$ cat src/source/rvIsaPkg.sv
`default_nettype none

package rvIsaPkg;

    localparam int xlen      = 32;
    localparam int imemWords = 64;
    localparam int dmemWords = 64;
    localparam int imemAddrW = $clog2(imemWords);
    localparam int dmemAddrW = $clog2(dmemWords);
    localparam int regCount  = 32;
    localparam int regAddrW  = 5;
    localparam int shamtW    = 5;                  // Shift amount bits of operand B

    typedef enum logic [6:0] {
        opReg    = 7'b0110011,
        opImm    = 7'b0010011,
        opLoad   = 7'b0000011,
        opStore  = 7'b0100011,
        opBranch = 7'b1100011
    } opcodeE;

    typedef enum logic [2:0] {
        f3AddSub = 3'b000,
        f3Sll    = 3'b001,
        f3Slt    = 3'b010,
        f3Sltu   = 3'b011,
        f3Xor    = 3'b100,
        f3Srl    = 3'b101,                         // Also SRA, picked by funct7
        f3Or     = 3'b110,
        f3And    = 3'b111
    } funct3E;

    localparam funct3E f3Word = f3Slt;             // LW and SW width code
    localparam funct3E f3Beq  = f3AddSub;

    localparam logic [6:0] funct7Base = 7'b0000000;
    localparam logic [6:0] funct7Alt  = 7'b0100000; // SUB and SRA/SRAI

    typedef enum logic [3:0] {
        aluAdd,
        aluSub,
        aluAnd,
        aluOr,
        aluXor,
        aluSlt,
        aluSltu,
        aluSll,
        aluSrl,
        aluSra
    } aluOpE;

    typedef struct packed {
        logic [6:0]          funct7;
        logic [regAddrW-1:0] rs2;
        logic [regAddrW-1:0] rs1;
        logic [2:0]          funct3;
        logic [regAddrW-1:0] rd;
        logic [6:0]          opcode;
    } instrFieldsT;

endpackage

`default_nettype wire

$ cat src/source/aluUnit.sv
`timescale 1ns/1ps
`default_nettype none

module aluUnit
    import rvIsaPkg::*;
(
    input  logic [xlen-1:0] a,
    input  logic [xlen-1:0] b,
    input  aluOpE           op,
    output logic [xlen-1:0] result,
    output logic            zero
);

    logic [shamtW-1:0] shamt;

    assign shamt = b[shamtW-1:0];

    always_comb begin
        case (op)
            aluAdd:  result = a + b;
            aluSub:  result = a - b;
            aluAnd:  result = a & b;
            aluOr:   result = a | b;
            aluXor:  result = a ^ b;
            aluSlt:  result = {{(xlen-1){1'b0}}, $signed(a) < $signed(b)};
            aluSltu: result = {{(xlen-1){1'b0}}, a < b};
            aluSll:  result = a << shamt;
            aluSrl:  result = a >> shamt;
            aluSra:  result = $signed(a) >>> shamt; // Sign bit fills from the left
            default: result = '0;
        endcase
    end

    assign zero = (result == '0);                  // Used by BEQ after SUB

endmodule

`default_nettype wire

$ cat config.mk
export PLATFORM = sky130hd
export DESIGN_NAME = aluUnit
export DESIGN_NICKNAME = d
export VERILOG_FILES = /design/src/source/rvIsaPkg.sv /design/src/source/aluUnit.sv
export SDC_FILE = /design/constraint.sdc
export NUM_CORES = 1
export LEC_CHECK = 0
export BUFFER_PORTS_ARGS = -buffer_cell sky130_fd_sc_hd__buf_4
export CAP_MARGIN = 20
export CORE_MARGIN = 2
export CORE_UTILIZATION = 57
export DETAILED_ROUTE_END_ITERATION = 12
export PLACE_DENSITY = 0.81
export SYNTH_ARGS = -nofsm -noshare
export SYNTH_HDL_FRONTEND = slang
export SYNTH_SLANG_ARGS = --single-unit
$ cat constraint.sdc
create_clock -name vclk -period 4.5
set_clock_uncertainty 0.2 [all_clocks]
set_input_delay 0 -clock vclk [all_inputs]
set_output_delay 0 -clock vclk [all_outputs]
set_load 0.01 [all_outputs]
# --- After elaboration in Yosys (flattened, before gate mapping) ---
# Index checks and enable logic that the tools add are counted.
# W data, S select, Z words.
op_classes:
  add_sub_neg: 2
  order_cmp: 2
  eq_ne: 9
  shifts: 3
  n_mux: 1
  bitwise: 3
  n_reduce_logical: 2
op_table:
  columns: ["operator", "n"]
  rows:
  - ["$pmux W32 S10", 1]
  - ["$lt A32 B32 Y1", 2]
  - ["$add A32 B32 Y32", 1]
  - ["$and A32 B32 Y32", 1]
  - ["$logic_not A32 Y1", 1]
  - ["$or A32 B32 Y32", 1]
  - ["$shl A32 B5 Y32", 1]
  - ["$shr A32 B5 Y32", 1]
  - ["$sshr A32 B5 Y32", 1]
  - ["$sub A32 B32 Y32", 1]
  - ["$xor A32 B32 Y32", 1]
  - ["$eq A4 B3 Y1 const B", 4]
  - ["$eq A4 B2 Y1 const B", 2]
  - ["$eq A4 B4 Y1 const B", 2]
  - ["$eq A4 B1 Y1 const B", 1]
  - ["$logic_not A4 Y1", 1]
word_totals:
  regBits: 0
  output_inout_bits: 33
  word_cells: 22

# --- Depth between registers and ports, before layout ---
# Gate-level depths: netlist of the first run.
depth:
  ltp_word: 3
  mapped_depth: 18

# --- Worst setup path after synthesis of the first run ---
# No wires, ideal clock.
synth_timing:
  path_type: "input -> output"
  start: "in b[3]"
  end: "out zero"
  arrival_ns: 5.058
  slack_ns: -0.758
  cell_stages: 18
  n_path_buf: 5
  cell_sequence: "clkbuf_1 inv_1 buf_2 buf_1 clkbuf_1 clkbuf_1 ha_1 nor2b_1 a2111oi_4 o21ai_1 and4b_4 o31a_4 o31a_1 o31a_1 or3_1 or4_1 or4_1 nor4b_2"
synth_between:
  elab_chain_cells: 3
  word_cells_on_any_way: 12
  classes_between: "add/sub (2); order compare (2); shift (3); mux (1); bitwise (3); reduce/logical (1)"
synth_rtl:
  columns: ["item", "line_no", "source"]
  rows:
  - ["from (decl)", "aluUnit.sv:8", "input logic [xlen-1:0] b,"]
  - ["$lt A32 B32 Y1, or another cell as far along", "aluUnit.sv:26", "aluSltu: result = {{(xlen-1){1'b0}}, a < b};"]
  - ["$pmux W32 S10 *", "aluUnit.sv:19", "case (op)"]
  - ["via result[0]", "aluUnit.sv:10", "output logic [xlen-1:0] result,"]
  - ["$logic_not A32 Y1 *", "aluUnit.sv:34", "assign zero = (result == '0);"]
  - ["to (decl)", "aluUnit.sv:11", "output logic zero"]
# The timed path passes the listed nets; every way through them passes the cells marked *.

# --- Worst setup path in the final report of the first run ---
layout_timing:
  start: "in b[1]"
  end: "out zero"
layout_between:
  elab_chain_cells: 3
  word_cells_on_any_way: 12
  classes_between: "add/sub (2); order compare (2); shift (3); mux (1); bitwise (3); reduce/logical (1)"
layout_rtl:
  columns: ["item", "line_no", "source"]
  rows:
  - ["$sub A32 B32 Y32, or another cell as far along", "aluUnit.sv:21", "aluSub: result = a - b;"]
  - ["$pmux W32 S10 *", "aluUnit.sv:19", null]
  - ["$logic_not A32 Y1 *", "aluUnit.sv:34", null]
# Mark *: on every way between the ends. The rest lies on a longest branch, timed or not.

==> impl_table.tex, run 1 <==
\begin{tabular}{lr}
\hline
Metric & Value \\
\hline
\multicolumn{2}{l}{\textbf{Synthesis}} \\
Leading area contributor after synthesis & ha\_1 \\
Ranking of synthesized cells by area & ha\_1, mux4\_2, mux2i\_1 \\
Number of synthesis warnings & 0 \\
Count of cell types in the netlist & 90 \\
Mapped Nets & 1,515 \\
Post-Syn Area & 9410 sq um \\
Share of the yosys chip area belonging to registers & 0\% \\
Number of cells produced by synthesis & 1,348 \\
Synth top area share & 12.9\% \\
Syn\_area\_per\_cell & 6.98 sq um \\
\multicolumn{2}{l}{\textbf{STA}} \\
Slew margin rel. & 41.6\% \\
Max Freq & 227 MHz \\
Final worst path period share & 97.8\% \\
Tightest Pin Transition & 0.865 ns \\
Number of pins exceeding their max-slew limit in the final report & 0 \\
Number of endpoints failing setup at the final stage & 0 \\
Time the final worst path needs with I/O delays and setup & 4.40 ns \\
Final number of hold-violating endpoints & 0 \\
\multicolumn{2}{l}{\textbf{Critical path}} \\
Worst Setup End Kind & output pin \\
Category of the critical setup timing path & input pin to output pin \\
Peak fanout along the critical path & 27 \\
Critical path required time & 4.30 ns \\
Arrival time of the worst setup path & 4.20 ns \\
Startpoint type of the worst setup path & input pin \\
\multicolumn{2}{l}{\textbf{CTS}} \\
Post-cts hold buffer count & 0 \\
\multicolumn{2}{l}{\textbf{Detailed routing}} \\
Number of vias per cell after detailed routing & 7.59 \\
Total detailed-routing wirelength & 47,100 um \\
Residual DRC & 0 \\
Detailed-routing iteration count for the pre-antenna-repair pass & 7 \\
Violation count after the first detailed-route iteration & 2,520 \\
Number of antenna-violating nets in the routed design & 0 \\
Routed len/inst & around 28 um \\
Count of vias placed by the detailed router & 12,728 \\
\multicolumn{2}{l}{\textbf{Global route}} \\
Maximum number of pins on one net before global-route repair & 33 \\
Initial antenna violation count & 2 \\
Grt ovf & 0 \\
Number of global-route vias before repair & 11,538 \\
First-pass GRT wire length & 70,000 um \\
Overall Global Routing Usage & 51.1\% \\
\multicolumn{2}{l}{\textbf{Cells and area}} \\
Storage element area & 0 sq um \\
Seq cells & 0 \\
Leading cell type in the layout, fill and taps excluded & buf\_4 \\
Total number of nets in the final design & 1,626 \\
Multi-input logic area & 8680 sq um \\
Non-filler instance count after layout & 1,676 \\
Highest-count cells in the layout ignoring fill and taps & buf\_4, nand2\_1, nor2\_1, a21oi\_1, ha\_1 \\
Layout clock buffers & 0 \\
Fill cell total of the finished layout & 1,447 \\
Syn-to-layout area delta & 17.0\% \\
Fraction of layout instances using a drive strength above 1 & a little under a quarter \\
\multicolumn{2}{l}{\textbf{Min path}} \\
Tightest Hold Check Type & input pin to output pin \\
\multicolumn{2}{l}{\textbf{Die}} \\
Number of placement rows & 46 \\
Standard cell core area & 16,000 sq um \\
Number of I/O pins & 101 \\
Full die area & about 18,000 sq um \\
Vertical die dimension & 132 um \\
Die width & 132 um \\
Initial core utilization & about 60\% \\
\multicolumn{2}{l}{\textbf{Placement}} \\
Placer's final routability congestion estimate & 1.14 \\
Dpl hpwl & roughly 37,000 um \\
Cell count after placement & 1,670 \\
Port Buffer Count & 101 \\
\multicolumn{2}{l}{\textbf{Run}} \\
Max-cap violations & 0 \\
\multicolumn{2}{l}{\textbf{Outcome}} \\
Status & finished, final reports clean \\
\hline
\end{tabular}
## cells by family (layout without fill, tap and decap cells)
logic type / after synthesis / after routing / share of synthesized area, %
other: 0 / 3 / 0
xor gates and xnor gates: 12 / 12 / 1.12
AOI/OAI and AO/OA: 459 / 459 / 33.8
and+or+nand+nor: 439 / 439 / 23.0
adders and majority gates: 99 / 99 / 13.3
muxes: 130 / 130 / 19.6
buffers and inverters: 209 / 318 / 9.20
## per-layer routing
metal | track usage [%] | vias up | part of all wire [%]
met5 | 0 | - | 0.021
met4 | 26.5 | 2 | 7.8
met3 | 19.2 | 302 | 17
met2 | 74.2 | 1277 | 39
met1 | 65.9 | 5791 | 36
li1 | - | 5356 | -
## Yosys cell counts (8+ instances only)
library cell,instances
nand3_1,35
nor3_1,36
a21oi_1,98
o221ai_1,9
nor2_1,109
nor2b_1,15
ha_1,97
o211ai_1,29
o21ai_0,75
inv_1,97
o21a_1,9
nand2_1,128
a211oi_1,29
a221oi_1,21
or3_1,9
xnor2_1,11
o31ai_1,14
buf_1,10
clkbuf_1,75
buf_2,13
o22ai_1,22
mux2_2,27
nor4_1,20
o2111ai_1,8
a22oi_1,18
o21bai_1,10
a21o_1,14
or4_1,8
mux2i_1,62
nand2b_1,16
a31oi_1,13
nand4_1,16
mux4_2,40
## worst max-delay path, stage by stage
cell and delay, ns:
buf_4 0.16, buf_4 0.37, mux4_2 0.58, o22ai_1 0.17, or3_4 0.18, and2_1 0.22
o221ai_1 0.17, or3_1 0.39, or4_1 0.45, or4_4 0.49, nor4_4 0.22, buf_4 0.16
nand4bb_1 0.17, nor4b_4 0.29, buf_4 0.16
## path summary, 6_finish.rpt
kind	startpoint	end	slack [ns]	depth (start not counted)
max	b[1]	zero	0.1	15
min	op[3]	result[0]	0.41	4
## per-stage QoR
step	hold slack, ns	TNS (ns)	instance area [sq um]	setup WS (ns)	util, %
after floorplan	0.129	0	9500	0.00413	-
after global placement	0.369	0	10900	0.203	68.2
after detailed placement	0.384	0	10900	0.143	68.2
after CTS	0.384	0	10900	0.134	68.2
after global routing	0.393	-0.00127	11000	-0.00127	68.7
final	0.414	0	11000	0.0977	68.8
## area by class of cell
| class | instances | area share, % |
|---|---|---|
| repair buffers | 217 | 15.1 |
| diodes | 3 | 0.0682 |
| multi-input cells | 1139 | 78.9 |
| well taps | 216 | 2.46 |
| inverters | 101 | 3.45 |
## timing repair
action	in CTS	in global routing
resized for setup	0	13
setup endpoints to repair	0	1
buffers inserted	0	3
==> run 2: changes to the inputs <==
--- a/config.mk
+++ b/config.mk
@@ -5,12 +5,14 @@
 export SDC_FILE = /design/constraint.sdc
 export NUM_CORES = 1
 export LEC_CHECK = 0
+export ABC_AREA = 1
 export BUFFER_PORTS_ARGS = -buffer_cell sky130_fd_sc_hd__buf_4
 export CAP_MARGIN = 20
 export CORE_MARGIN = 2
-export CORE_UTILIZATION = 57
+export CORE_UTILIZATION = 58
 export DETAILED_ROUTE_END_ITERATION = 12
 export PLACE_DENSITY = 0.81
+export SLEW_MARGIN = 20
 export SYNTH_ARGS = -nofsm -noshare
 export SYNTH_HDL_FRONTEND = slang
 export SYNTH_SLANG_ARGS = --single-unit
==> run 2 against run 1 <==
  * Utilization is 6.4 points lower
  * Critical path depth is 5 higher
  * Die area is 11% higher
  * Fmax is 26% higher
  * Clock-buffer cell count stayed put
  * Sequential cell count stayed put
  * Design area is 2.1% higher
  * Via count is 17% higher
  * Final cell count is 45% higher
  * Routed wire length is 0.67% higher
  * Non-clock buffer count is 109 lower
  * Worst setup slack better by 0.90 ns
  * Critical endpoint unchanged
  * Largest cell class unchanged
==> impl_table.tex, run 2 <==
\begin{tabular}{lr}
\hline
Metric & Value \\
\hline
\multicolumn{2}{l}{\textbf{Outcome}} \\
Status & finished, final reports clean \\
\multicolumn{2}{l}{\textbf{Synthesis}} \\
Mapped Nets & 2,358 (+56\%) \\
Number of synthesis warnings & 0 (unchanged) \\
Share of the yosys chip area belonging to registers & 0\% (unchanged) \\
Post-Syn Area & 10,700 sq um (+13\%) \\
Syn\_area\_per\_cell & 4.87 sq um (-30\%) \\
Cell with the most instances after synthesis & nand2\_1 \\
Ranking of synthesized cells by area & nand2\_1, nand3\_1, ha\_1 \\
Leading area contributor after synthesis & nand2\_1 \\
Synth top area share & 27.4\% (+14 points) \\
Number of cells produced by synthesis & 2,191 (+63\%) \\
Count of cell types in the netlist & 49 (-46\%) \\
Most numerous cell types in the synthesized netlist & nand2\_1, nand3\_1, inv\_1 \\
\multicolumn{2}{l}{\textbf{Cells and area}} \\
Fraction of layout instances using a drive strength above 1 & 9.55\% (-13 points) \\
Count of antenna diodes in the layout & 0 (-3) \\
Leading cell type in the layout, fill and taps excluded & nand2\_1 \\
Seq cells & 0 (unchanged) \\
Post-route cell area & 11,200 sq um (+2.1\%) \\
Fill cell total of the finished layout & 1,938 (+34\%) \\
Total number of nets in the final design & 2,378 (+46\%) \\
Highest-count cells in the layout ignoring fill and taps & nand2\_1, nand3\_1, inv\_1, nor2\_1, buf\_4 \\
Layout clock buffers & 0 (unchanged) \\
Syn-to-layout area delta & 5.37\% \\
Storage element area & 0 sq um (unchanged) \\
End-of-flow core utilization & 62.3\% (-6.4 points) \\
\multicolumn{2}{l}{\textbf{Detailed routing}} \\
Detailed-routing iteration count for the pre-antenna-repair pass & 9 (+2) \\
Total detailed-routing wirelength & 47,400 um (+0.67\%) \\
Number of vias per cell after detailed routing & 6.10 (-20\%) \\
Count of vias placed by the detailed router & 14,876 (+17\%) \\
Violation count after the first detailed-route iteration & 2,478 (-1.7\%) \\
Residual DRC & 0 (unchanged) \\
Routed len/inst & 19.4 um (-31\%) \\
Number of antenna-violating nets in the routed design & 0 (unchanged) \\
\multicolumn{2}{l}{\textbf{Global route}} \\
Overall Global Routing Usage & 46.4\% (-4.7 points) \\
Maximum number of pins on one net before global-route repair & 73 (+120\%) \\
Initial antenna violation count & 0 (-2) \\
Grt ovf & 0 (unchanged) \\
Number of global-route vias before repair & 12,893 (+12\%) \\
First-pass GRT wire length & 72,000 um (+2.9\%) \\
\multicolumn{2}{l}{\textbf{STA}} \\
Number of pins exceeding their max-slew limit in the final report & 0 (unchanged) \\
Setup tns final & 0 ns (unchanged) \\
Slew margin rel. & 29.5\% (-12 points) \\
Setup repair after global routing missed its margin & false \\
Number of endpoints failing setup at the final stage & 0 (unchanged) \\
Time the final worst path needs with I/O delays and setup & 3.50 ns (-0.902 ns) \\
Final worst path period share & 77.8\% (-20 points) \\
Tightest Pin Transition & 1.06 ns (+0.191 ns) \\
Max Freq & 286 MHz (+26\%) \\
Final number of hold-violating endpoints & 0 (unchanged) \\
Minimum setup slack in the final design & 1.00 ns (+0.902 ns) \\
\multicolumn{2}{l}{\textbf{Die}} \\
Full die area & 19,500 sq um (+11\%) \\
Initial core utilization & 59.2\% (+0.37 points) \\
Die width & 140 um (+5.4\%) \\
Standard cell core area & 18,000 sq um (+13\%) \\
Vertical die dimension & 140 um (+5.4\%) \\
Number of I/O pins & 101 (unchanged) \\
Number of placement rows & 49 (+6.5\%) \\
\multicolumn{2}{l}{\textbf{Critical path}} \\
Startpoint type of the worst setup path & input pin \\
Cell occurring most often along the worst timing path & nand2\_1 \\
Critical path required time & 4.30 ns (about the same) \\
Arrival time of the worst setup path & 3.30 ns (-0.90 ns) \\
Peak fanout along the critical path & 63 (+130\%) \\
Category of the critical setup timing path & input pin to output pin \\
Largest stage delay, worst path & 0.52 ns (-0.06 ns) \\
Worst Setup End Kind & output pin \\
Worst path cell trace & buf\_4 > inv\_2 > ha\_1 > nand3\_1 > nand3\_1 > nand2\_1 > nand2\_1 > nand2\_1 > nand2\_1 > nand2\_1 > nand3\_1 > nand2\_1 > nand3\_1 > nand3\_1 > nor2\_1 > nand2\_1 > nor2\_1 > nand2\_1 > nor2\_2 > buf\_4 \\
Slowest cell on the critical path & buf\_4 \\
\multicolumn{2}{l}{\textbf{Placement}} \\
Placed Area & 11,200 sq um (+3.0\%) \\
Place WS & 1.16 ns (+1.02 ns) \\
Placer's final routability congestion estimate & 1.13 (-1.5\%) \\
Port Buffer Count & 101 (unchanged) \\
Dpl hpwl & 39,100 um (+5.1\%) \\
\multicolumn{2}{l}{\textbf{Pwr}} \\
Power share of the sequential group & 0\% \\
P\_leak & between 6 and 7 nW \\
Share of total power in combinational logic & 100.0\% \\
Switching power total & 977 uW \\
Total internal power & roughly 420 uW \\
Power Dens Cells & between 100 and 150 nW/um\^{}2 \\
Switching power share of the total & 69.7\% \\
Maximum VDD drop & 0.130 mV \\
Fraction of power consumed by the clock network & 0\% \\
\multicolumn{2}{l}{\textbf{CTS}} \\
Buffers inserted by post-CTS timing repair & 0 (unchanged) \\
Post-cts hold buffer count & 0 (unchanged) \\
Count of instances resized after the clock tree is built & 0 (unchanged) \\
\multicolumn{2}{l}{\textbf{Min path}} \\
Tightest Hold Check Type & input pin to output pin \\
\multicolumn{2}{l}{\textbf{Run}} \\
Max-cap violations & 0 (unchanged) \\
\hline
\end{tabular}
run 2: cell count changes after synthesis, sizes merged, moves of 29 or more:
cell	before	now
nand2	128	819
nand3	35	408
inv	97	320
nor2	109	189
mux2i	62	0
clkbuf	76	15
buf	32	75
mux4	40	0
a211oi	29	0
run 2: worst max-delay path, delay by kind of cell:
| kind | cells | cell delay [ns] |
|---|---|---|
| fa+ha+maj | 1 | 0.49 |
| buf+inv | 3 | 0.71 |
| simple gates | 16 | 2.08 |
run 2: worst paths after layout:
check | depth (start not counted) | from | to | slack, ns
max | 20 | b[2] | zero | 1.0
min | 4 | b[4] | result[5] | 0.38
run 2: kinds of logic (layout without fill, tap and decap cells):
logic type / Yosys count / in the layout / synth area share, %
buffers and inverters: 413 / 431 / 16.4
xor gates and xnor gates: 2 / 2 / 0.164
AOI/OAI and AO/OA: 200 / 200 / 10.7
adders and majority gates: 99 / 99 / 11.8
and+or+nand+nor: 1477 / 1477 / 61.0
run 2: metrics by stage:
step | cells | total power [mW] | hold WS [ns]
4_1_cts | 2438 | 1.34 | 0.372
6_report | 2438 | 1.40 | 0.383
3_3_place_gp | 2438 | 1.32 | 0.372
3_5_place_dp | 2438 | 1.34 | 0.371
2_1_floorplan | 2191 | 0.910 | 0.0418
5_1_grt | 2438 | 1.51 | 0.409
run 2: area by class of cell:
class / count / area (sq um) / share of cell area [%]
multi-input combinational: 1778 / 8910 / 79.3
tap: 229 / 287 / 2.55
inverter: 323 / 1210 / 10.8
timing repair buffer: 108 / 823 / 7.33
run 2: routing by layer:
metal  global-route usage [%]  vias up  wire length [um]
li1                         -     7013                 -
met3                     9.98      113              7130
met1                     65.4     6571             18700
met5                        0        -                 0
met2                     69.7     1179             19400
met4                     16.3        0              2180
run 2: power groups by stage:
| stage | Clock, mW | Combinational, mW | Sequential (mW) |
|---|---|---|---|
| final | 0 | 1.40 | 0 |
| after global routing | 0 | 1.51 | 0 |
| after CTS | 0 | 1.34 | 0 |
| after detailed placement | 0 | 1.34 | 0 |
| after global placement | 0 | 1.32 | 0 |
| after floorplan | 0 | 0.910 | 0 |
Note: power is estimated with default switching activity, not from simulation.
